File: src/design/video_pkg.sv
`default_nettype none

package video_pkg;

  // ==========================================================
  // raw camera bus
  // ==========================================================

  // one byte off the parallel camera data lines
  typedef logic [7:0] cam_byte_t;

  // camera bus after the synchronizers
  // pixel clock travels separately as a rise strobe
  typedef struct packed {
    cam_byte_t data;
    logic      hsync;
    logic      vsync;
  } cam_bus_t;

  // first camera byte of a pixel lands in the upper half
  typedef enum logic {
    high_byte = 1'b0,
    low_byte  = 1'b1
  } byte_phase_e;

  // ==========================================================
  // reconstructed pixels
  // ==========================================================

  // rgb565, red on top and blue in the low bits
  typedef struct packed {
    logic [4:0] red;
    logic [5:0] green;
    logic [4:0] blue;
  } rgb565_t;

  // position of a pixel inside the frame
  typedef logic [10:0] hcount_t;
  typedef logic [9:0]  vcount_t;

  // one pixel with its position, qualified by a separate valid strobe
  typedef struct packed {
    rgb565_t pixel;
    hcount_t hcount;
    vcount_t vcount;
  } pixel_beat_t;

  // pixel beat plus its green-screen key bit
  typedef struct packed {
    pixel_beat_t beat;
    logic        mask;
  } keyed_beat_t;

endpackage

`default_nettype wire

File: src/design/stream_pkg.sv
`default_nettype none

package stream_pkg;

  // ==========================================================
  // chunk stream toward the memory side
  // ==========================================================

  // pixels packed into one 128-bit chunk
  localparam int PIXELS_PER_CHUNK = 8;

  // rgb565 pixel width inside a chunk
  localparam int PIXEL_BITS = 16;

  // slot 0 sits in the lowest 16 bits
  typedef logic [PIXELS_PER_CHUNK-1:0][PIXEL_BITS-1:0] chunk_pixels_t;

  // bit i keys pixel i of the chunk
  typedef logic [PIXELS_PER_CHUNK-1:0] chunk_mask_t;

  // one beat of the valid/ready chunk stream
  // last marks the chunk holding the final pixel of a frame
  typedef struct packed {
    chunk_pixels_t pixels;
    chunk_mask_t   mask;
    logic          last;
  } chunk_t;

endpackage

`default_nettype wire

File: src/design/camera_input_sync.sv
`timescale 1ns/1ps
`default_nettype none

module camera_input_sync (
  input  wire                  clk_camera,
  input  wire                  recent_reset,
  input  wire video_pkg::cam_byte_t camera_d_i,
  input  wire                  cam_pclk_i,
  input  wire                  cam_hsync_i,
  input  wire                  cam_vsync_i,
  output video_pkg::cam_bus_t  bus_o,
  output logic                 pclk_rise_o
);

  // data lines through two stages
  video_pkg::cam_byte_t data_meta;
  video_pkg::cam_byte_t data_sync;

  // control lines packed as {pclk, hsync, vsync}
  logic [2:0] ctrl_meta;
  logic [2:0] ctrl_sync;

  // extra pclk sample for edge detection
  logic pclk_prev;

  always_ff @(posedge clk_camera) begin
    data_meta <= camera_d_i;
    data_sync <= data_meta;
  end

  always_ff @(posedge clk_camera) begin
    if (recent_reset) begin
      ctrl_meta   <= '0;
      ctrl_sync   <= '0;
      pclk_prev   <= 1'b0;
      pclk_rise_o <= 1'b0;
    end else begin
      ctrl_meta   <= {cam_pclk_i, cam_hsync_i, cam_vsync_i};
      ctrl_sync   <= ctrl_meta;
      pclk_prev   <= ctrl_sync[2];
      // one-cycle strobe landing the cycle after sync is first seen high
      pclk_rise_o <= ctrl_sync[2] & ~pclk_prev;
    end
  end

  // bus appears two cycles after the pins
  assign bus_o = '{data: data_sync, hsync: ctrl_sync[1], vsync: ctrl_sync[0]};

endmodule

`default_nettype wire

File: src/design/pixel_reconstruct.sv
`timescale 1ns/1ps
`default_nettype none

module pixel_reconstruct #(
  parameter int FRAME_WIDTH  = 1280,
  parameter int FRAME_HEIGHT = 720
) (
  input  wire                     clk_camera,
  input  wire                     recent_reset,
  input  wire video_pkg::cam_bus_t bus_i,
  input  wire                     pclk_rise_i,
  output video_pkg::pixel_beat_t  beat_o,
  output logic                    beat_valid_o
);

  // counts saturate here until the next line or frame
  localparam video_pkg::hcount_t h_last = video_pkg::hcount_t'(FRAME_WIDTH - 1);
  localparam video_pkg::vcount_t v_last = video_pkg::vcount_t'(FRAME_HEIGHT - 1);

  video_pkg::byte_phase_e phase_q;
  video_pkg::cam_byte_t   high_byte_q;
  video_pkg::hcount_t     hcount_q;
  video_pkg::vcount_t     vcount_q;
  logic                   hsync_q;
  logic                   vsync_q;

  logic take_byte;
  logic pixel_done;
  logic hsync_fall;
  logic vsync_rise;

  // a byte is only valid while hsync is high
  assign take_byte  = pclk_rise_i & bus_i.hsync;
  assign pixel_done = take_byte && (phase_q == video_pkg::low_byte);
  assign hsync_fall = hsync_q & ~bus_i.hsync;
  assign vsync_rise = ~vsync_q & bus_i.vsync;

  // ==========================================================
  // byte pairing
  // ==========================================================

  always_ff @(posedge clk_camera) begin
    if (recent_reset) begin
      phase_q <= video_pkg::high_byte;
    end else if (!bus_i.hsync) begin
      // blanking realigns to the first byte of a pixel
      phase_q <= video_pkg::high_byte;
    end else if (pclk_rise_i) begin
      unique case (phase_q)
        video_pkg::high_byte: phase_q <= video_pkg::low_byte;
        video_pkg::low_byte:  phase_q <= video_pkg::high_byte;
      endcase
    end
  end

  // upper half of the pixel waits here for its partner
  always_ff @(posedge clk_camera) begin
    if (take_byte && (phase_q == video_pkg::high_byte)) begin
      high_byte_q <= bus_i.data;
    end
  end

  // pixel goes out one cycle after the low byte strobe
  always_ff @(posedge clk_camera) begin
    if (pixel_done) begin
      beat_o.pixel  <= video_pkg::rgb565_t'({high_byte_q, bus_i.data});
      beat_o.hcount <= hcount_q;
      beat_o.vcount <= vcount_q;
    end
  end

  always_ff @(posedge clk_camera) begin
    if (recent_reset) begin
      beat_valid_o <= 1'b0;
    end else begin
      beat_valid_o <= pixel_done;
    end
  end

  // ==========================================================
  // position counters
  // ==========================================================

  always_ff @(posedge clk_camera) begin
    if (recent_reset) begin
      hsync_q  <= 1'b0;
      vsync_q  <= 1'b0;
      hcount_q <= '0;
      vcount_q <= '0;
    end else begin
      hsync_q <= bus_i.hsync;
      vsync_q <= bus_i.vsync;
      if (vsync_rise) begin
        // new frame
        hcount_q <= '0;
        vcount_q <= '0;
      end else if (hsync_fall) begin
        // end of line, next row
        hcount_q <= '0;
        if (vcount_q != v_last) begin
          vcount_q <= vcount_q + 1'b1;
        end
      end else if (pixel_done && (hcount_q != h_last)) begin
        hcount_q <= hcount_q + 1'b1;
      end
    end
  end

endmodule

`default_nettype wire

File: src/design/green_key_mask.sv
`timescale 1ns/1ps
`default_nettype none

module green_key_mask #(
  parameter logic [7:0] GREEN_LOW  = 8'd0,
  parameter logic [7:0] GREEN_HIGH = 8'd64
) (
  input  wire                        clk_camera,
  input  wire                        recent_reset,
  input  wire video_pkg::pixel_beat_t beat_i,
  input  wire                        beat_valid_i,
  output video_pkg::keyed_beat_t     keyed_o,
  output logic                       keyed_valid_o
);

  // green widened to the 8-bit threshold scale
  logic [7:0] green_wide;

  // borrow-based compares, msb set means the difference went negative
  logic [8:0] low_diff;
  logic [8:0] high_diff;
  logic       in_key;

  // low bits padded with zeros, not replicated
  assign green_wide = {beat_i.pixel.green, 2'b00};

  // green - low, no borrow when green >= low
  assign low_diff  = {1'b0, green_wide} - {1'b0, GREEN_LOW};
  // high - green, no borrow when green <= high
  assign high_diff = {1'b0, GREEN_HIGH} - {1'b0, green_wide};

  // both bounds inclusive
  assign in_key = ~low_diff[8] & ~high_diff[8];

  // payload moves only with a valid beat
  always_ff @(posedge clk_camera) begin
    if (beat_valid_i) begin
      keyed_o.beat <= beat_i;
      keyed_o.mask <= in_key;
    end
  end

  // exactly one cycle behind beat_valid_i
  always_ff @(posedge clk_camera) begin
    if (recent_reset) begin
      keyed_valid_o <= 1'b0;
    end else begin
      keyed_valid_o <= beat_valid_i;
    end
  end

endmodule

`default_nettype wire

File: src/design/pixel_stacker.sv
`timescale 1ns/1ps
`default_nettype none

module pixel_stacker #(
  parameter int FRAME_WIDTH  = 1280,
  parameter int FRAME_HEIGHT = 720
) (
  input  wire                        clk_camera,
  input  wire                        recent_reset,
  input  wire video_pkg::keyed_beat_t keyed_i,
  input  wire                        keyed_valid_i,
  output stream_pkg::chunk_t         chunk_o,
  output logic                       chunk_valid_o,
  input  wire                        chunk_ready_i,
  output logic                       overflow_o
);

  localparam int slot_bits = $clog2(stream_pkg::PIXELS_PER_CHUNK);
  localparam logic [slot_bits-1:0] slot_last = slot_bits'(stream_pkg::PIXELS_PER_CHUNK - 1);

  // frame end position, used for the last flag
  localparam video_pkg::hcount_t h_last = video_pkg::hcount_t'(FRAME_WIDTH - 1);
  localparam video_pkg::vcount_t v_last = video_pkg::vcount_t'(FRAME_HEIGHT - 1);

  // ==========================================================
  // fill side
  // ==========================================================

  // next slot to write
  logic [slot_bits-1:0] slot_q;

  // partially built chunk, stale slots get overwritten before use
  stream_pkg::chunk_pixels_t fill_pixels_q;
  stream_pkg::chunk_mask_t   fill_mask_q;

  // fill contents with the incoming pixel dropped into its slot
  stream_pkg::chunk_t chunk_next;

  logic chunk_done;
  logic out_free;
  logic load_out;

  always_comb begin
    chunk_next.pixels         = fill_pixels_q;
    chunk_next.pixels[slot_q] = keyed_i.beat.pixel;
    chunk_next.mask           = fill_mask_q;
    chunk_next.mask[slot_q]   = keyed_i.mask;
    // only meaningful on the eighth pixel
    chunk_next.last = (keyed_i.beat.hcount == h_last) && (keyed_i.beat.vcount == v_last);
  end

  assign chunk_done = keyed_valid_i && (slot_q == slot_last);

  // output register empty, or emptying this cycle
  assign out_free = ~chunk_valid_o | chunk_ready_i;
  assign load_out = chunk_done & out_free;

  always_ff @(posedge clk_camera) begin
    if (keyed_valid_i) begin
      fill_pixels_q <= chunk_next.pixels;
      fill_mask_q   <= chunk_next.mask;
    end
  end

  // ==========================================================
  // output side
  // ==========================================================

  // held chunk only changes on a load
  always_ff @(posedge clk_camera) begin
    if (load_out) begin
      chunk_o <= chunk_next;
    end
  end

  always_ff @(posedge clk_camera) begin
    if (recent_reset) begin
      slot_q        <= '0;
      chunk_valid_o <= 1'b0;
      overflow_o    <= 1'b0;
    end else begin
      // wraps from the last slot back to zero
      if (keyed_valid_i) begin
        slot_q <= slot_q + 1'b1;
      end
      if (load_out) begin
        chunk_valid_o <= 1'b1;
      end else if (chunk_ready_i) begin
        chunk_valid_o <= 1'b0;
      end
      // completed chunk found the output still held, so it is lost
      if (chunk_done && !out_free) begin
        overflow_o <= 1'b1;
      end
    end
  end

endmodule

`default_nettype wire

File: src/design/camera_mask_stream.sv
`timescale 1ns/1ps
`default_nettype none

module camera_mask_stream #(
  parameter int         FRAME_WIDTH  = 1280,
  parameter int         FRAME_HEIGHT = 720,
  parameter logic [7:0] GREEN_LOW    = 8'd0,
  parameter logic [7:0] GREEN_HIGH   = 8'd64
) (
  input  wire                  clk_camera,
  input  wire                  recent_reset,
  // raw camera pins
  input  wire video_pkg::cam_byte_t camera_d_i,
  input  wire                  cam_pclk_i,
  input  wire                  cam_hsync_i,
  input  wire                  cam_vsync_i,
  // chunk stream out
  output stream_pkg::chunk_t   chunk_o,
  output logic                 chunk_valid_o,
  input  wire                  chunk_ready_i,
  output logic                 overflow_o
);

  // ==========================================================
  // stage wiring
  // ==========================================================

  video_pkg::cam_bus_t    cam_bus;
  logic                   pclk_rise;
  video_pkg::pixel_beat_t beat;
  logic                   beat_valid;
  video_pkg::keyed_beat_t keyed;
  logic                   keyed_valid;

  // pins into the camera clock domain
  camera_input_sync input_sync (
    .clk_camera  (clk_camera),
    .recent_reset(recent_reset),
    .camera_d_i  (camera_d_i),
    .cam_pclk_i  (cam_pclk_i),
    .cam_hsync_i (cam_hsync_i),
    .cam_vsync_i (cam_vsync_i),
    .bus_o       (cam_bus),
    .pclk_rise_o (pclk_rise)
  );

  // byte pairs into rgb565 with position
  pixel_reconstruct #(
    .FRAME_WIDTH (FRAME_WIDTH),
    .FRAME_HEIGHT(FRAME_HEIGHT)
  ) reconstruct (
    .clk_camera  (clk_camera),
    .recent_reset(recent_reset),
    .bus_i       (cam_bus),
    .pclk_rise_i (pclk_rise),
    .beat_o      (beat),
    .beat_valid_o(beat_valid)
  );

  // green-screen key on each pixel
  green_key_mask #(
    .GREEN_LOW (GREEN_LOW),
    .GREEN_HIGH(GREEN_HIGH)
  ) key_mask (
    .clk_camera   (clk_camera),
    .recent_reset (recent_reset),
    .beat_i       (beat),
    .beat_valid_i (beat_valid),
    .keyed_o      (keyed),
    .keyed_valid_o(keyed_valid)
  );

  // eight keyed pixels per chunk
  pixel_stacker #(
    .FRAME_WIDTH (FRAME_WIDTH),
    .FRAME_HEIGHT(FRAME_HEIGHT)
  ) stacker (
    .clk_camera   (clk_camera),
    .recent_reset (recent_reset),
    .keyed_i      (keyed),
    .keyed_valid_i(keyed_valid),
    .chunk_o      (chunk_o),
    .chunk_valid_o(chunk_valid_o),
    .chunk_ready_i(chunk_ready_i),
    .overflow_o   (overflow_o)
  );

endmodule

`default_nettype wire

File: config.mk
export PLATFORM = sky130hd
export DESIGN_NAME = camera_mask_stream
export DESIGN_NICKNAME = d
export VERILOG_FILES = /design/src/design/video_pkg.sv /design/src/design/stream_pkg.sv /design/src/design/camera_input_sync.sv /design/src/design/pixel_reconstruct.sv /design/src/design/green_key_mask.sv /design/src/design/pixel_stacker.sv /design/src/design/camera_mask_stream.sv
export SDC_FILE = /design/constraint.sdc
export NUM_CORES = 1
export LEC_CHECK = 0
export BUFFER_PORTS_ARGS = -buffer_cell sky130_fd_sc_hd__buf_2
export CAP_MARGIN = 15
export CORE_UTILIZATION = 35
export DETAILED_ROUTE_END_ITERATION = 12
export PLACE_DENSITY_LB_ADDON = 0.1
export SLEW_MARGIN = 20
export SYNTH_ARGS = -nofsm -noshare
export SYNTH_HDL_FRONTEND = slang
export SYNTH_SLANG_ARGS = --single-unit
File: constraint.sdc
create_clock -name clk_camera -period 10.85 [get_ports clk_camera]
set_input_delay 1.085 -clock clk_camera [delete_from_list [all_inputs] [get_ports clk_camera]]
set_output_delay 1.085 -clock clk_camera [all_outputs]
set_load 0.05 [all_outputs]
* Word-level counts from Yosys, hierarchy flattened *
Cells that the tools add are included.

storage, ports and cells
  input port bits = 14
  output and inout port bits = 139
  flip-flop bits (word level) = 411

cells by class
  muxes and demuxes = 9
  equal/unequal tests = 5
  order comparisons = 2
  bitwise gates (word level) = 12
  reductions and logical operators = 13
  $add $sub $neg = 4

operators by type and width
  kind                                                         number
  bitwise mux 128 bit                                          1
  demux 16 bit (select 3 bit)                                  1
  2-to-1 mux 16 bit                                            1
  adder 11 x 1 -> 11 bit (second input constant)               1
  == test 11 bit (second input constant)                       1
  != test 11 bit (second input constant)                       1
  adder 10 x 1 -> 10 bit (second input constant)               1
  == test 10 bit (second input constant)                       1
  != test 10 bit (second input constant)                       1
  subtractor 7 x 8 -> 9 bit (first input constant)             1
  bitwise mux 8 bit                                            1
  logical AND 1 bit                                            7
  NOT 1 bit                                                    6
  AND 1 bit                                                    5
  less-than comparator 3 x 4 -> 1 bit (second input constant)  1
  OR reduction 2 bit                                           2
  adder 3 x 1 -> 3 bit (second input constant)                 1
  demux 1 bit (select 3 bit)                                   1
  == test 3 bit (second input constant)                        1
  >= comparator 3 x 1 -> 1 bit (second input constant)         1
  2-to-1 mux 1 bit                                             3
  OR reduction 3 bit                                           1
  case mux 1 bit (2 select lines)                              1
  AND reduction 2 bit                                          1
  other kinds (3)                                              3

* Logic depth before layout (Yosys ltp) *
Gate-level depths: netlist of the first run.

  depth in word-level cells = 5
  mapped depth = 6
  mapped depth without buffers = 5

* Cells and area by module *
From an unflattened synthesis of the first run, not the netlist that was laid out.

second synthesis, totals
  cells, all modules = 714
  area, all modules = 14471.4 µm²

modules (own cells, without submodules)
  module             area an instance (µm²)  cells an instance  seq. area each (µm²)  times used
  pixel_stacker      10222.3                 458                8298.0                1
  pixel_reconstruct  2517.4                  180                1851.8                1
  green_key_mask     1179.9                  42                 1161.1                1
  camera_input_sync  551.8                   34                 480.5                 1

* Worst setup path before layout of the first run *
OpenSTA, ideal clock, no wires.

  path kind = register to register
  start = register key_mask.keyed_valid_o
  end = register stacker.chunk_o[0] (netlist name)
  stages on the path, launching flop included = 4
  data arrival time = 9.409 ns
  buffers on the path = 1
  setup slack = 0.807 ns
  cells stage by stage = dfxtp_1 > clkbuf_1 > nand2_1 > nor2_1

between the ends
  cells in the longest elaborated chain, start to end = 2

RTL lines
  what                      line                  source
  start: declaration        green_key_mask.sv:13  output logic keyed_valid_o
  start signal: assignment  green_key_mask.sv:48  keyed_valid_o <= beat_valid_i;
  logical AND 1 bit         pixel_stacker.sv:52   assign chunk_done = keyed_valid_i && (slot_q == slot_last);
  AND 1 bit                 pixel_stacker.sv:56   assign load_out = chunk_done & out_free;
  net stacker.load_out      pixel_stacker.sv:41   logic load_out;

The timed path passes the listed nets, and every way through them passes these cells.
A chain may end at the register's enable or synchronous reset.

* Final worst setup path of the first run *
  start = register stacker.slot_q[0]
  end = register stacker.chunk_o[116] (netlist name)

between the ends
  cells in the longest elaborated chain, start to end = 3

RTL lines
  what                      line                 source
  start: declaration        pixel_stacker.sv:30  logic [slot_bits-1:0] slot_q;
  start signal: assignment  pixel_stacker.sv:84  slot_q <= slot_q + 1'b1;
  == test 3 bit             pixel_stacker.sv:52
  logical AND 1 bit         pixel_stacker.sv:52
  AND 1 bit                 pixel_stacker.sv:56
  net stacker.load_out      pixel_stacker.sv:41

The timed path passes the listed nets, and every way through them passes these cells.

==> results of run 1 <==
==> worst reg2reg max path, stage by stage, from the launching register on <==
cell and delay (ns):
dfxtp_1 0.64, ha_1 0.24, ha_1 0.18, nand2_1 0.10
nor2_4 0.43, buf_4 0.59, buf_4 0.49, buf_16 0.33
==> registers in the layout, summed over array words and instances (netlist names), 3 cells and up <==
register and cells:
input_sync.data_meta 8, input_sync.ctrl_sync 3, stacker.fill_mask_q 8, stacker.chunk_o 137, reconstruct.hcount_q 11, reconstruct.high_byte_q 8
stacker.fill_pixels_q 128, input_sync.data_sync 8, key_mask.keyed_o 38, reconstruct.beat_o 37, reconstruct.vcount_q 10, input_sync.ctrl_meta 3
stacker.slot_q 3
==> final timing paths <==
kind / startpoint / endpoint / slack (ns)
worst min-delay path: input_sync.data_meta[5] / input_sync.data_sync[5] / 0.33
worst max register to register: stacker.slot_q[0] / stacker.chunk_o[116] / 7.48
worst max-delay path: stacker.slot_q[0] / stacker.chunk_o[116] / 7.48
worst min register to register: input_sync.data_meta[5] / input_sync.data_sync[5] / 0.33
==> per-layer routing <==
layer | routed length [um] | share of wire [%]
met2 | 12800 | 45
met1 | 13600 | 48
met5 | 0 | 0
met3 | 1290 | 4.5
met4 | 696 | 2.4
==> kinds of logic (layout without fill, tap and decap cells) <==
family	after synthesis	after routing	share of synthesized area (%)
flops	411	411	82.0
mux	140	140	10.9
simple gates	105	105	4.28
compound gates	25	25	1.15
buf+inv	24	248	0.783
xor+xnor	8	8	0.487
fa+ha+maj	4	4	0.348
==> report_power, final <==
group	internal, mW	total (mW)	switching, mW
logic	0.00349	0.00871	0.00522
clock network	0.832	1.42	0.586
registers	1.70	1.70	0.00221
==> through the flow <==
step,hold WS [ns],std cells,power [mW]
CTS,0.330,1465,3.18
floorplan,0.310,717,1.74
detailed placement,0.318,1387,1.74
finish,0.327,1466,3.13
global placement,0.314,1387,1.74
global route,0.339,1466,3.24
==> cell usage after synthesis (2+ instances only) <==
library cell | number | share of area (%)
a211oi_1 | 5 | 0.26
nor3b_2 | 3 | 0.26
mux2i_1 | 4 | 0.28
nor4_1 | 2 | 0.087
a31oi_1 | 5 | 0.22
nand4b_1 | 3 | 0.18
and4_1 | 5 | 0.30
nor2_1 | 19 | 0.50
ha_1 | 4 | 0.35
or4_1 | 4 | 0.21
inv_1 | 4 | 0.10
edfxtp_1 | 356 | 74
xnor2_1 | 4 | 0.24
nand4_1 | 8 | 0.35
a21oi_1 | 5 | 0.17
nor2b_1 | 14 | 0.61
clkbuf_1 | 5 | 0.13
a2111oi_0 | 2 | 0.12
nand3_1 | 11 | 0.38
nand2_1 | 13 | 0.34
mux2_2 | 136 | 11
nor3_1 | 2 | 0.070
o211ai_1 | 2 | 0.10
or3_1 | 5 | 0.22
o21ai_0 | 4 | 0.14
and2_1 | 5 | 0.22
buf_2 | 12 | 0.42
dfxtp_1 | 55 | 7.7
xor2_1 | 4 | 0.24
and3_1 | 3 | 0.13
nand3b_1 | 3 | 0.16
==> final cells by class <==
class                   count  area [um^2]
inverters                   5         18.8
flip-flops and latches    411        11800
clock inverters            19          144
repair buffers            165          878
clock buffers              59         1220
well taps                 525          657
multi-input cells         282         2500
fillers                  3518        22900
==> results.md, run 1 <==
* Outcome: finished, final reports clean
* Max Clock Freq at 297 MHz
* Final Util at 42.9%
* CP Max Fanout at 54
* Area Growth Syn to Fin at 19.8%
* Final Max Slew Viols at 0
* Gr usage total at 13.7%
* IO Count at 153
* Gates resized, CTS repair at 0
* Setup crit start kind: register
* Number of remaining DRC errors at 0
* Max Cap Violations at 0
* Sequential fraction of the synthesis area at 82.0%
* Port Buffers at 152
* Placement-stage cell area at 0.0158 mm^2
* First-pass GRT wire length at 42.4 mm
* DR vias at 6,824
* Main synth FF type: edfxtp_1
* Relative slew slack at 30.8%
* Per-cell routed wire length at 19.4 um
* Overflow after GRT at 0
* Crit end category: register
* Largest net degree at the start of global routing at 81
* FP Rows at 73
* Pwr Density at 182 mW/mm^2
* Number of diodes at 0
* Crit path DAT at 3.58 ns
* Chip Width at 205 um
* Asr flop ratio synth at 0%
* Post-CTS Setup Bufs at 0
* Crit path buffers/inverters at 3
* Hold Path Depth at 0
* RSZ-0062 raised after global routing: no
* Via density at 4.65
* Yosys reg bits at 411
* Cell family with most CP delay: buffers and inverters
* Critical Setup Path Class: reg2reg
* Clk slew on worst S/H paths at 0.06 ns
* Initial antenna violation count at 0
* Vias in the first global route at 6,825
* Fin area at 0.0172 mm^2
* Syn Area/Cell at 20.1 um^2
* Final Hold Viols at 0
* CTS tree: done
* Data required time of the worst path at 11.06 ns
* NumNets Final at 927
* Hold-fix buffers at CTS at 0
* Setup violations, final at 0
* TritonCTS Sinks at 411
* CTS buffer count at 44
* Die Y at 205 um
* Commonest non-fill, non-tap cell in the layout: edfxtp_1
* Critical path depth in cells at 7
* Met3 Resource Use GR at 2.72%
* Worst-skew pair later-pin latency at 0.55 ns
* Cells on worst reg2reg path at 7
* HP Class: reg2reg
* Hpwl dp at 17.6 mm
* Syn Inst Count at 717
* Max stage delay on crit path at 0.64 ns
* Met2 GRT Util at 20.5%
* Dpl ws at 7.13 ns
* Setup TNS at 0 ns
* Worst Slack Setup Final at 7.48 ns
* Worst clock skew at 0.0153 ns
* Fin crit period at 3.37 ns
* GR Util met1 at 19.5%
* GR peak layer: met2
* Number of flops mapped to enable cells by yosys at 356
* P_leak at 5.87 nW
* Final period util at 31.1%
* Final GP Congestion at 0.709
* Core ar. at 0.0401 mm^2
* Drt first pass iters at 4
* Initial Utilization at 35.9%
* Syn Std Cell Area at 0.0144 mm^2
* Most frequent cells in the layout: edfxtp_1, buf_2, mux2_2, dfxtp_1, clkbuf_16
* Cell variety after synth at 41
* H-Tree Depth at 2
* Area of the die at 0.0419 mm^2
* Wirelength, routed at 28.4 mm
* Worst path cell trace: ha_1 -> ha_1 -> nand2_1 -> nor2_4 -> buf_4 -> buf_4 -> buf_16
* Synthesis Warnings at 0
* Clock Tree Buf Depth at 3
* Initial drt markers at 350
* Worst-Margin Slew at 1.03 ns
* Post-synth net total at 735
* Worst vdd ir at 0.100 mV
* Final ANT Viol Nets at 0
* Clock root buffer: clkbuf_16
* Critical-path top delay cell: dfxtp_1
* Layout cells sized above 1 at 39.6%
Power figures use the tool's default switching activity.
==> inputs of run 2 (changes only) <==
==> constraint.sdc (replaced) <==
create_clock -name clk_camera -period 3.3 [get_ports clk_camera]
set_input_delay 0.33 -clock clk_camera [delete_from_list [all_inputs] [get_ports clk_camera]]
set_output_delay 0.33 -clock clk_camera [all_outputs]
set_load 0.05 [all_outputs]
==> run 2 against run 1 <==
Net effect:
- flip-flop and latch count unchanged
- highest routed layer unchanged
- power rose to 3.4 times the previous value
- clock skew down 0.0025 ns
- via count up 2.0%
- largest power group unchanged
- worst hold slack worse by 0.15 ns
- utilization up 0.73 points
==> results.md, run 2 (synthesis gave the netlist of run 1 again) <==
* Hold Path Origin: recent_reset
* Data required time of the worst path at 3.54 ns
* Worst path cell trace: ha_1 -> ha_1 -> nand2_4 -> nor2_4 -> buf_12 -> buf_4
* R2r setup slk at 0.97 ns
* Clock root buffer: clkbuf_16
* Number of diodes at 0
* Largest regs: stacker.chunk_o: 137 flops, stacker.fill_pixels_q: 128 flops, key_mask.keyed_o: 38 flops
* Largest register FFs at 137
* Initial drt markers at 320
* Port Buffers at 152
* Crit path DAT at 2.57 ns
* Max Cap Violations at 0
* Most frequent cells in the layout: edfxtp_1, buf_2, mux2_2, dfxtp_1, clkbuf_16
* Reg area at 0.0118 mm^2
* Clk slew on worst S/H paths at 0.06 ns
* CTS tree: done
* Worst vdd ir at 0.335 mV
* Cell family with most CP delay: flip-flops
* Final hold slack at 0.181 ns
* Wirelength, routed at 28.4 mm
* Overflow after GRT at 0
* Most common cell on crit path: ha_1
* Per-cell routed wire length at 19.1 um
* Area of the multi-input gates at 0.00251 mm^2
* FP Rows at 73
* Number of remaining DRC errors at 0
* Dpl ws at 0.939 ns
* TritonCTS Sinks at 411
* NetSw at 1.99 mW
* Inst Count DP at 1,393
* Initial antenna violation count at 0
* Fin crit period at 2.33 ns
* Max stage delay on crit path at 0.63 ns
* DR vias at 6,960
* HP Class: in2reg
* Worst Slack Setup Final at 0.970 ns
* Drt first pass iters at 4
* Chip Width at 205 um
* Gr usage total at 13.7%
* Final GP Congestion at 0.714
* Internal power at 8.58 mW
* Layout cells sized above 1 at 39.8%
* Final std cells w/o fill at 1,483
* Reg with most FFs: stacker.chunk_o
* Relative slew slack at 37.3%
* Register share of total power at 52.9%
* RSZ-0062 raised after global routing: no
* Initial Utilization at 35.9%
* GR Util met1 at 19.8%
* Critical-path top delay cell: dfxtp_1
* Outcome: finished, final reports clean
* Hpwl dp at 17.5 mm
* Max Clock Freq at 429 MHz
* CP Max Fanout at 42
* H-Tree Depth at 2
* Sw frac at 18.8%
* Worst-Margin Slew at 0.940 ns
* Comb power frac at 0.4%
* Via density at 4.69
* Final Hold Viols at 0
* Worst clock skew at 0.0128 ns
* Worst-skew pair later-pin latency at 0.54 ns
* Critical Setup Path Class: reg2reg
* Filler cells at 3,549
* Core ar. at 0.0401 mm^2
* Commonest non-fill, non-tap cell in the layout: edfxtp_1
* Clock power frac at 46.8%
* Area of the die at 0.0419 mm^2
* NumNets Final at 943
* Area Growth Syn to Fin at 21.8%
* CTS buffer count at 44
* Crit end category: register
* Setup violations, final at 0
* Met3 Resource Use GR at 2.91%
* Clock Tree Buf Depth at 3
* CP Launch Point: stacker.slot_q[0]
* Final period util at 70.6%
* First-pass GRT wire length at 42.8 mm
* Final Max Slew Viols at 0
* GR peak layer: met2
* IO Count at 153
* P_leak at 6.01 nW
* R2R Path Start: stacker.slot_q[0]
* Gates resized, CTS repair at 0
* Setup crit start kind: register
* Pwr Density at 603 mW/mm^2
* Met2 GRT Util at 20.2%
* Largest net degree at the start of global routing at 142
* Vias in the first global route at 6,842
* Die Y at 205 um
* Crit path buffers/inverters at 2
* Final ANT Viol Nets at 0
[run 2: cell count changes in the layout (fill, tap and decap cells not counted), moves of 2 or more]
cell,change
dlygate4sd3_1,+11
clkinv_4,+2
clkinv_2,-3
bufinv_16,+2
buf_12,+5
clkbuf_16,+2
[run 2: worst reg2reg max path, stage by stage (launching register included)]
cell and delay [ns]:
dfxtp_1 0.63, ha_1 0.24, ha_1 0.24, nand2_4 0.07
nor2_4 0.22, buf_12 0.29, buf_4 0.33
[run 2: path summary, 6_finish.rpt]
| kind | endpoint | cells after the start |
|---|---|---|
| worst max-delay path | stacker.chunk_o[68] | 6 |
| worst min-delay path | stacker.slot_q[2] | 2 |
| worst max register to register | stacker.chunk_o[68] | 6 |
| worst min register to register | input_sync.data_sync[3] | 0 |
[run 2: per-layer routing]
metal | wire [um] | up-vias
li1 | - | 3238
met4 | 658 | 0
met2 | 12600 | 161
met1 | 13700 | 3507
met5 | 0 | -
met3 | 1440 | 54
[run 2: through the flow]
| step | TNS (ns) | power [mW] | area [um^2] | util, % |
|---|---|---|---|---|
| floorplan | -105.90 | 5.71 | 14400 | - |
| global placement | 0 | 5.73 | 15900 | 39.8 |
| detailed placement | 0 | 5.73 | 15900 | 39.8 |
| CTS | 0 | 10.7 | 17500 | 43.7 |
| global route | 0 | 10.9 | 17500 | 43.7 |
| finish | 0 | 10.6 | 17500 | 43.7 |
[run 2: power groups by stage]
stage / logic [mW] / clock network (mW) / registers [mW]
6_report: 0.0381 / 4.94 / 5.59
5_1_grt: 0.0424 / 5.28 / 5.59
4_1_cts: 0.0388 / 5.10 / 5.59
3_5_place_dp: 0.0290 / 0 / 5.70
3_3_place_gp: 0.0290 / 0 / 5.70
2_1_floorplan: 0.0175 / 0 / 5.69
[run 2: area by class of cell]
cell class              instances  area share, %
repair buffers                181           6.10
clock inverters                20           1.19
flip-flops and latches        411           67.4
multi-input cells             282           14.3
inverters                       5          0.107
well taps                     525           3.75
clock buffers                  59           7.14
[run 2: what timing repair did]
action / in CTS / in global routing
hold buffers: 11 / 0
setup buffers: 0 / 0
endpoints found under the setup margin: 0 / 0
hold endpoints to repair: 11 / 0
==> inputs of run 3 (changes only) <==
--- a/config.mk
+++ b/config.mk
@@ -5,6 +5,7 @@
 export SDC_FILE = /design/constraint.sdc
 export NUM_CORES = 1
 export LEC_CHECK = 0
+export ABC_AREA = 1
 export BUFFER_PORTS_ARGS = -buffer_cell sky130_fd_sc_hd__buf_2
 export CAP_MARGIN = 15
 export CORE_UTILIZATION = 35
==> constraint.sdc (replaced) <==
create_clock -name clk_camera -period 2.1 [get_ports clk_camera]
set_input_delay 0.21 -clock clk_camera [delete_from_list [all_inputs] [get_ports clk_camera]]
set_output_delay 0.21 -clock clk_camera [all_outputs]
set_load 0.05 [all_outputs]
==> run 3 against run 2 <==
Net effect:
- clock power grew 48%
- global-route usage rose by 0.48 points
- largest power group unchanged
- via count grew 12%
- critical endpoint is now stacker.chunk_o[91]
- highest routed layer unchanged
==> results.md, run 3 <==
* Outcome: finished, final reports clean
* TritonCTS Sinks at 411
* Synth top area share at 74.5%
* Overall Power at 16.1 mW
* Cells on worst reg2reg path at 5
* First-pass GRT wire length at 44.7 mm
* Reg with most FFs: stacker.chunk_o
* HP Class: in2reg
* Most common cell on crit path: ha_1
* Area of the die at 0.0418 mm^2
* Yosys reg bits at 411
* Largest cells by area after synthesis: edfxtp_1, dfxtp_1, nand2_1
* Crit path buffers/inverters at 1
* Hold Path Depth at 4
* Worst path cell trace: ha_1 -> ha_1 -> nand2_4 -> nor2_4 -> buf_4
* Largest net degree at the start of global routing at 75
* Clock Tree Buf Depth at 3
* Relative slew slack at 60.0%
* R2r setup slk at 0.27 ns
* Most frequent cells in the layout: edfxtp_1, nand2_1, buf_2, o21ai_0, inv_1
* Cell variety after synth at 27
* Clk slew on worst S/H paths at 0.06 ns
* Initial antenna violation count at 0
* Commonest non-fill, non-tap cell in the layout: edfxtp_1
* Worst Slack Setup Final at 0.271 ns
* H-Tree Depth at 2
* Worst-Margin Slew at 0.600 ns
* Sequential fraction of the synthesis area at 82.2%
* Post-CTS Setup Bufs at 0
* Met2 GRT Util at 21.7%
* Clock power frac at 45.2%
* Cell family with most CP delay: flip-flops
* Die Y at 204 um
* Syn Std Cell Area at 0.0143 mm^2
* Final Max Slew Viols at 0
* RSZ-0062 raised after global routing: no
* NumNets Final at 1,200
* Sw frac at 19.2%
* Setup crit start kind: register
* Gates resized, CTS repair at 0
* Dominant cell type by area after synthesis: edfxtp_1
* Setup violations, final at 0
* Hpwl dp at 18.8 mm
* Final period util at 87.1%
* Worst-skew pair later-pin latency at 0.56 ns
* Max Clock Freq at 547 MHz
* DR vias at 7,822
* Asr flop ratio synth at 0%
* P_leak at 6.30 nW
* Per-cell routed wire length at 16.6 um
* Max stage delay on crit path at 0.43 ns
* Core ar. at 0.0401 mm^2
* Drt first pass iters at 5
* Comb power frac at 0.4%
* R2R Path Start: stacker.slot_q[0]
* Fin crit period at 1.83 ns
* Post-synth net total at 994
* Crit path DAT at 2.02 ns
* Hold-fix buffers at CTS at 11
* Max Cap Violations at 0
* Overflow after GRT at 0
* Final ANT Viol Nets at 0
* Largest regs: stacker.chunk_o: 137 flops, stacker.fill_pixels_q: 128 flops, key_mask.keyed_o: 38 flops
* Layout cells sized above 1 at 21.4%
* GR peak layer: met2
* Data required time of the worst path at 2.29 ns
* Syn Area/Cell at 14.7 um^2
* Clock root buffer: clkbuf_16
* Largest register FFs at 137
* NetSw at 3.10 mW
* Area Growth Syn to Fin at 21.1%
* FP Rows at 73
* Crit end category: register
* Port Buffers at 152
* Critical Setup Path Class: reg2reg
* IO Count at 153
* Final Hold Viols at 0
* Initial drt markers at 467
* Chip Width at 204 um
* Internal power at 13.0 mW
* Hold Path Origin: recent_reset
* GR Util met1 at 20.0%
* CP Max Fanout at 34
* Met3 Resource Use GR at 3.38%
* Final GP Congestion at 0.751
* Via density at 4.49
* Worst Hold End: stacker.slot_q[1]
* Synthesis Warnings at 0
* Top cells by count, synth: edfxtp_1, nand2_1, o21ai_0
* Dpl ws at 0.274 ns
* CTS buffer count at 45
* Vias in the first global route at 7,495
* Critical-path top delay cell: dfxtp_1
* Gr usage total at 14.2%
* Number of remaining DRC errors at 0
* Wirelength, routed at 29.0 mm
* Register share of total power at 54.4%
* Worst vdd ir at 0.600 mV
* Endpoint of the lowest-slack register-to-register path: stacker.chunk_o[91]
* Main synth FF type: edfxtp_1
* Pwr Density at 929 mW/mm^2
* Syn Inst Count at 976
* Initial Utilization at 35.8%
* Setup TNS at 0 ns
* CTS tree: done
* Worst clock skew at 0.0260 ns
* Most common cell in the netlist: edfxtp_1
* Number of flops mapped to enable cells by yosys at 356
==> run 3: metrics by stage <==
| stage | cell area (um^2) | hold WS (ns) | utilization, % | instances |
|---|---|---|---|---|
| floorplan | 14400 | 0.238 | - | 976 |
| global placement | 15900 | 0.311 | 39.7 | 1649 |
| detailed placement | 15900 | 0.313 | 39.7 | 1649 |
| CTS | 17400 | 0.0177 | 43.3 | 1742 |
| global route | 17400 | 0.0410 | 43.3 | 1742 |
| finish | 17400 | 0.0507 | 43.3 | 1743 |
==> run 3: power by group through the flow <==
| stage | clock network (mW) | logic (mW) | registers (mW) |
|---|---|---|---|
| after floorplan | 0 | 0.0317 | 8.95 |
| after global placement | 0 | 0.0546 | 8.95 |
| after detailed placement | 0 | 0.0544 | 8.95 |
| after CTS | 7.53 | 0.0697 | 8.78 |
| after global routing | 7.87 | 0.0776 | 8.78 |
| final | 7.29 | 0.0684 | 8.78 |
==> run 3: area by class of cell <==
class	count	area [um^2]
clock inverter	20	155
multi-input combinational	472	2180
clock buffer	62	1200
timing repair buffer	188	1150
fill	3679	22700
inverter	64	240
tap	525	657
sequential	411	11800
antenna	1	2.50
==> run 3: kinds of logic after synthesis <==
group | after synthesis | synth area share [%]
AO/OA/AOI/OAI | 166 | 5.89
buffers and inverters | 93 | 2.72
XOR/XNOR | 3 | 0.183
adder cells (fa/ha/maj) | 4 | 0.349
flip-flops | 411 | 82.2
AND/OR/NAND/NOR | 299 | 8.67
==> run 3: metal layers <==
| metal | wire length [um] | vias up |
|---|---|---|
| met3 | 1610 | 40 |
| met1 | 13900 | 3692 |
| met5 | 0 | - |
| met2 | 13000 | 180 |
| met4 | 528 | 0 |
| li1 | - | 3910 |
==> run 3: worst max-delay path by stage <==
stage	startpoint	to	slack [ns]	depth (start not counted)
after floorplan	key_mask.keyed_valid_o	stacker.chunk_o[0]	-1.70	2
after global placement	stacker.slot_q[1]	stacker.chunk_o[122]	0.31	5
after detailed placement	stacker.slot_q[0]	stacker.chunk_o[122]	0.27	5
after CTS	stacker.slot_q[0]	stacker.chunk_o[89]	0.24	5
after global routing	stacker.slot_q[1]	stacker.chunk_o[91]	0.14	5
final	stacker.slot_q[0]	stacker.chunk_o[91]	0.27	5
==> run 3: worst min-delay path: cells and delay by family <==
| kind | cells | cell delay, ns |
|---|---|---|
| AO/OA/AOI/OAI | 2 | 0.14 |
| buffers and inverters | 2 | 0.22 |
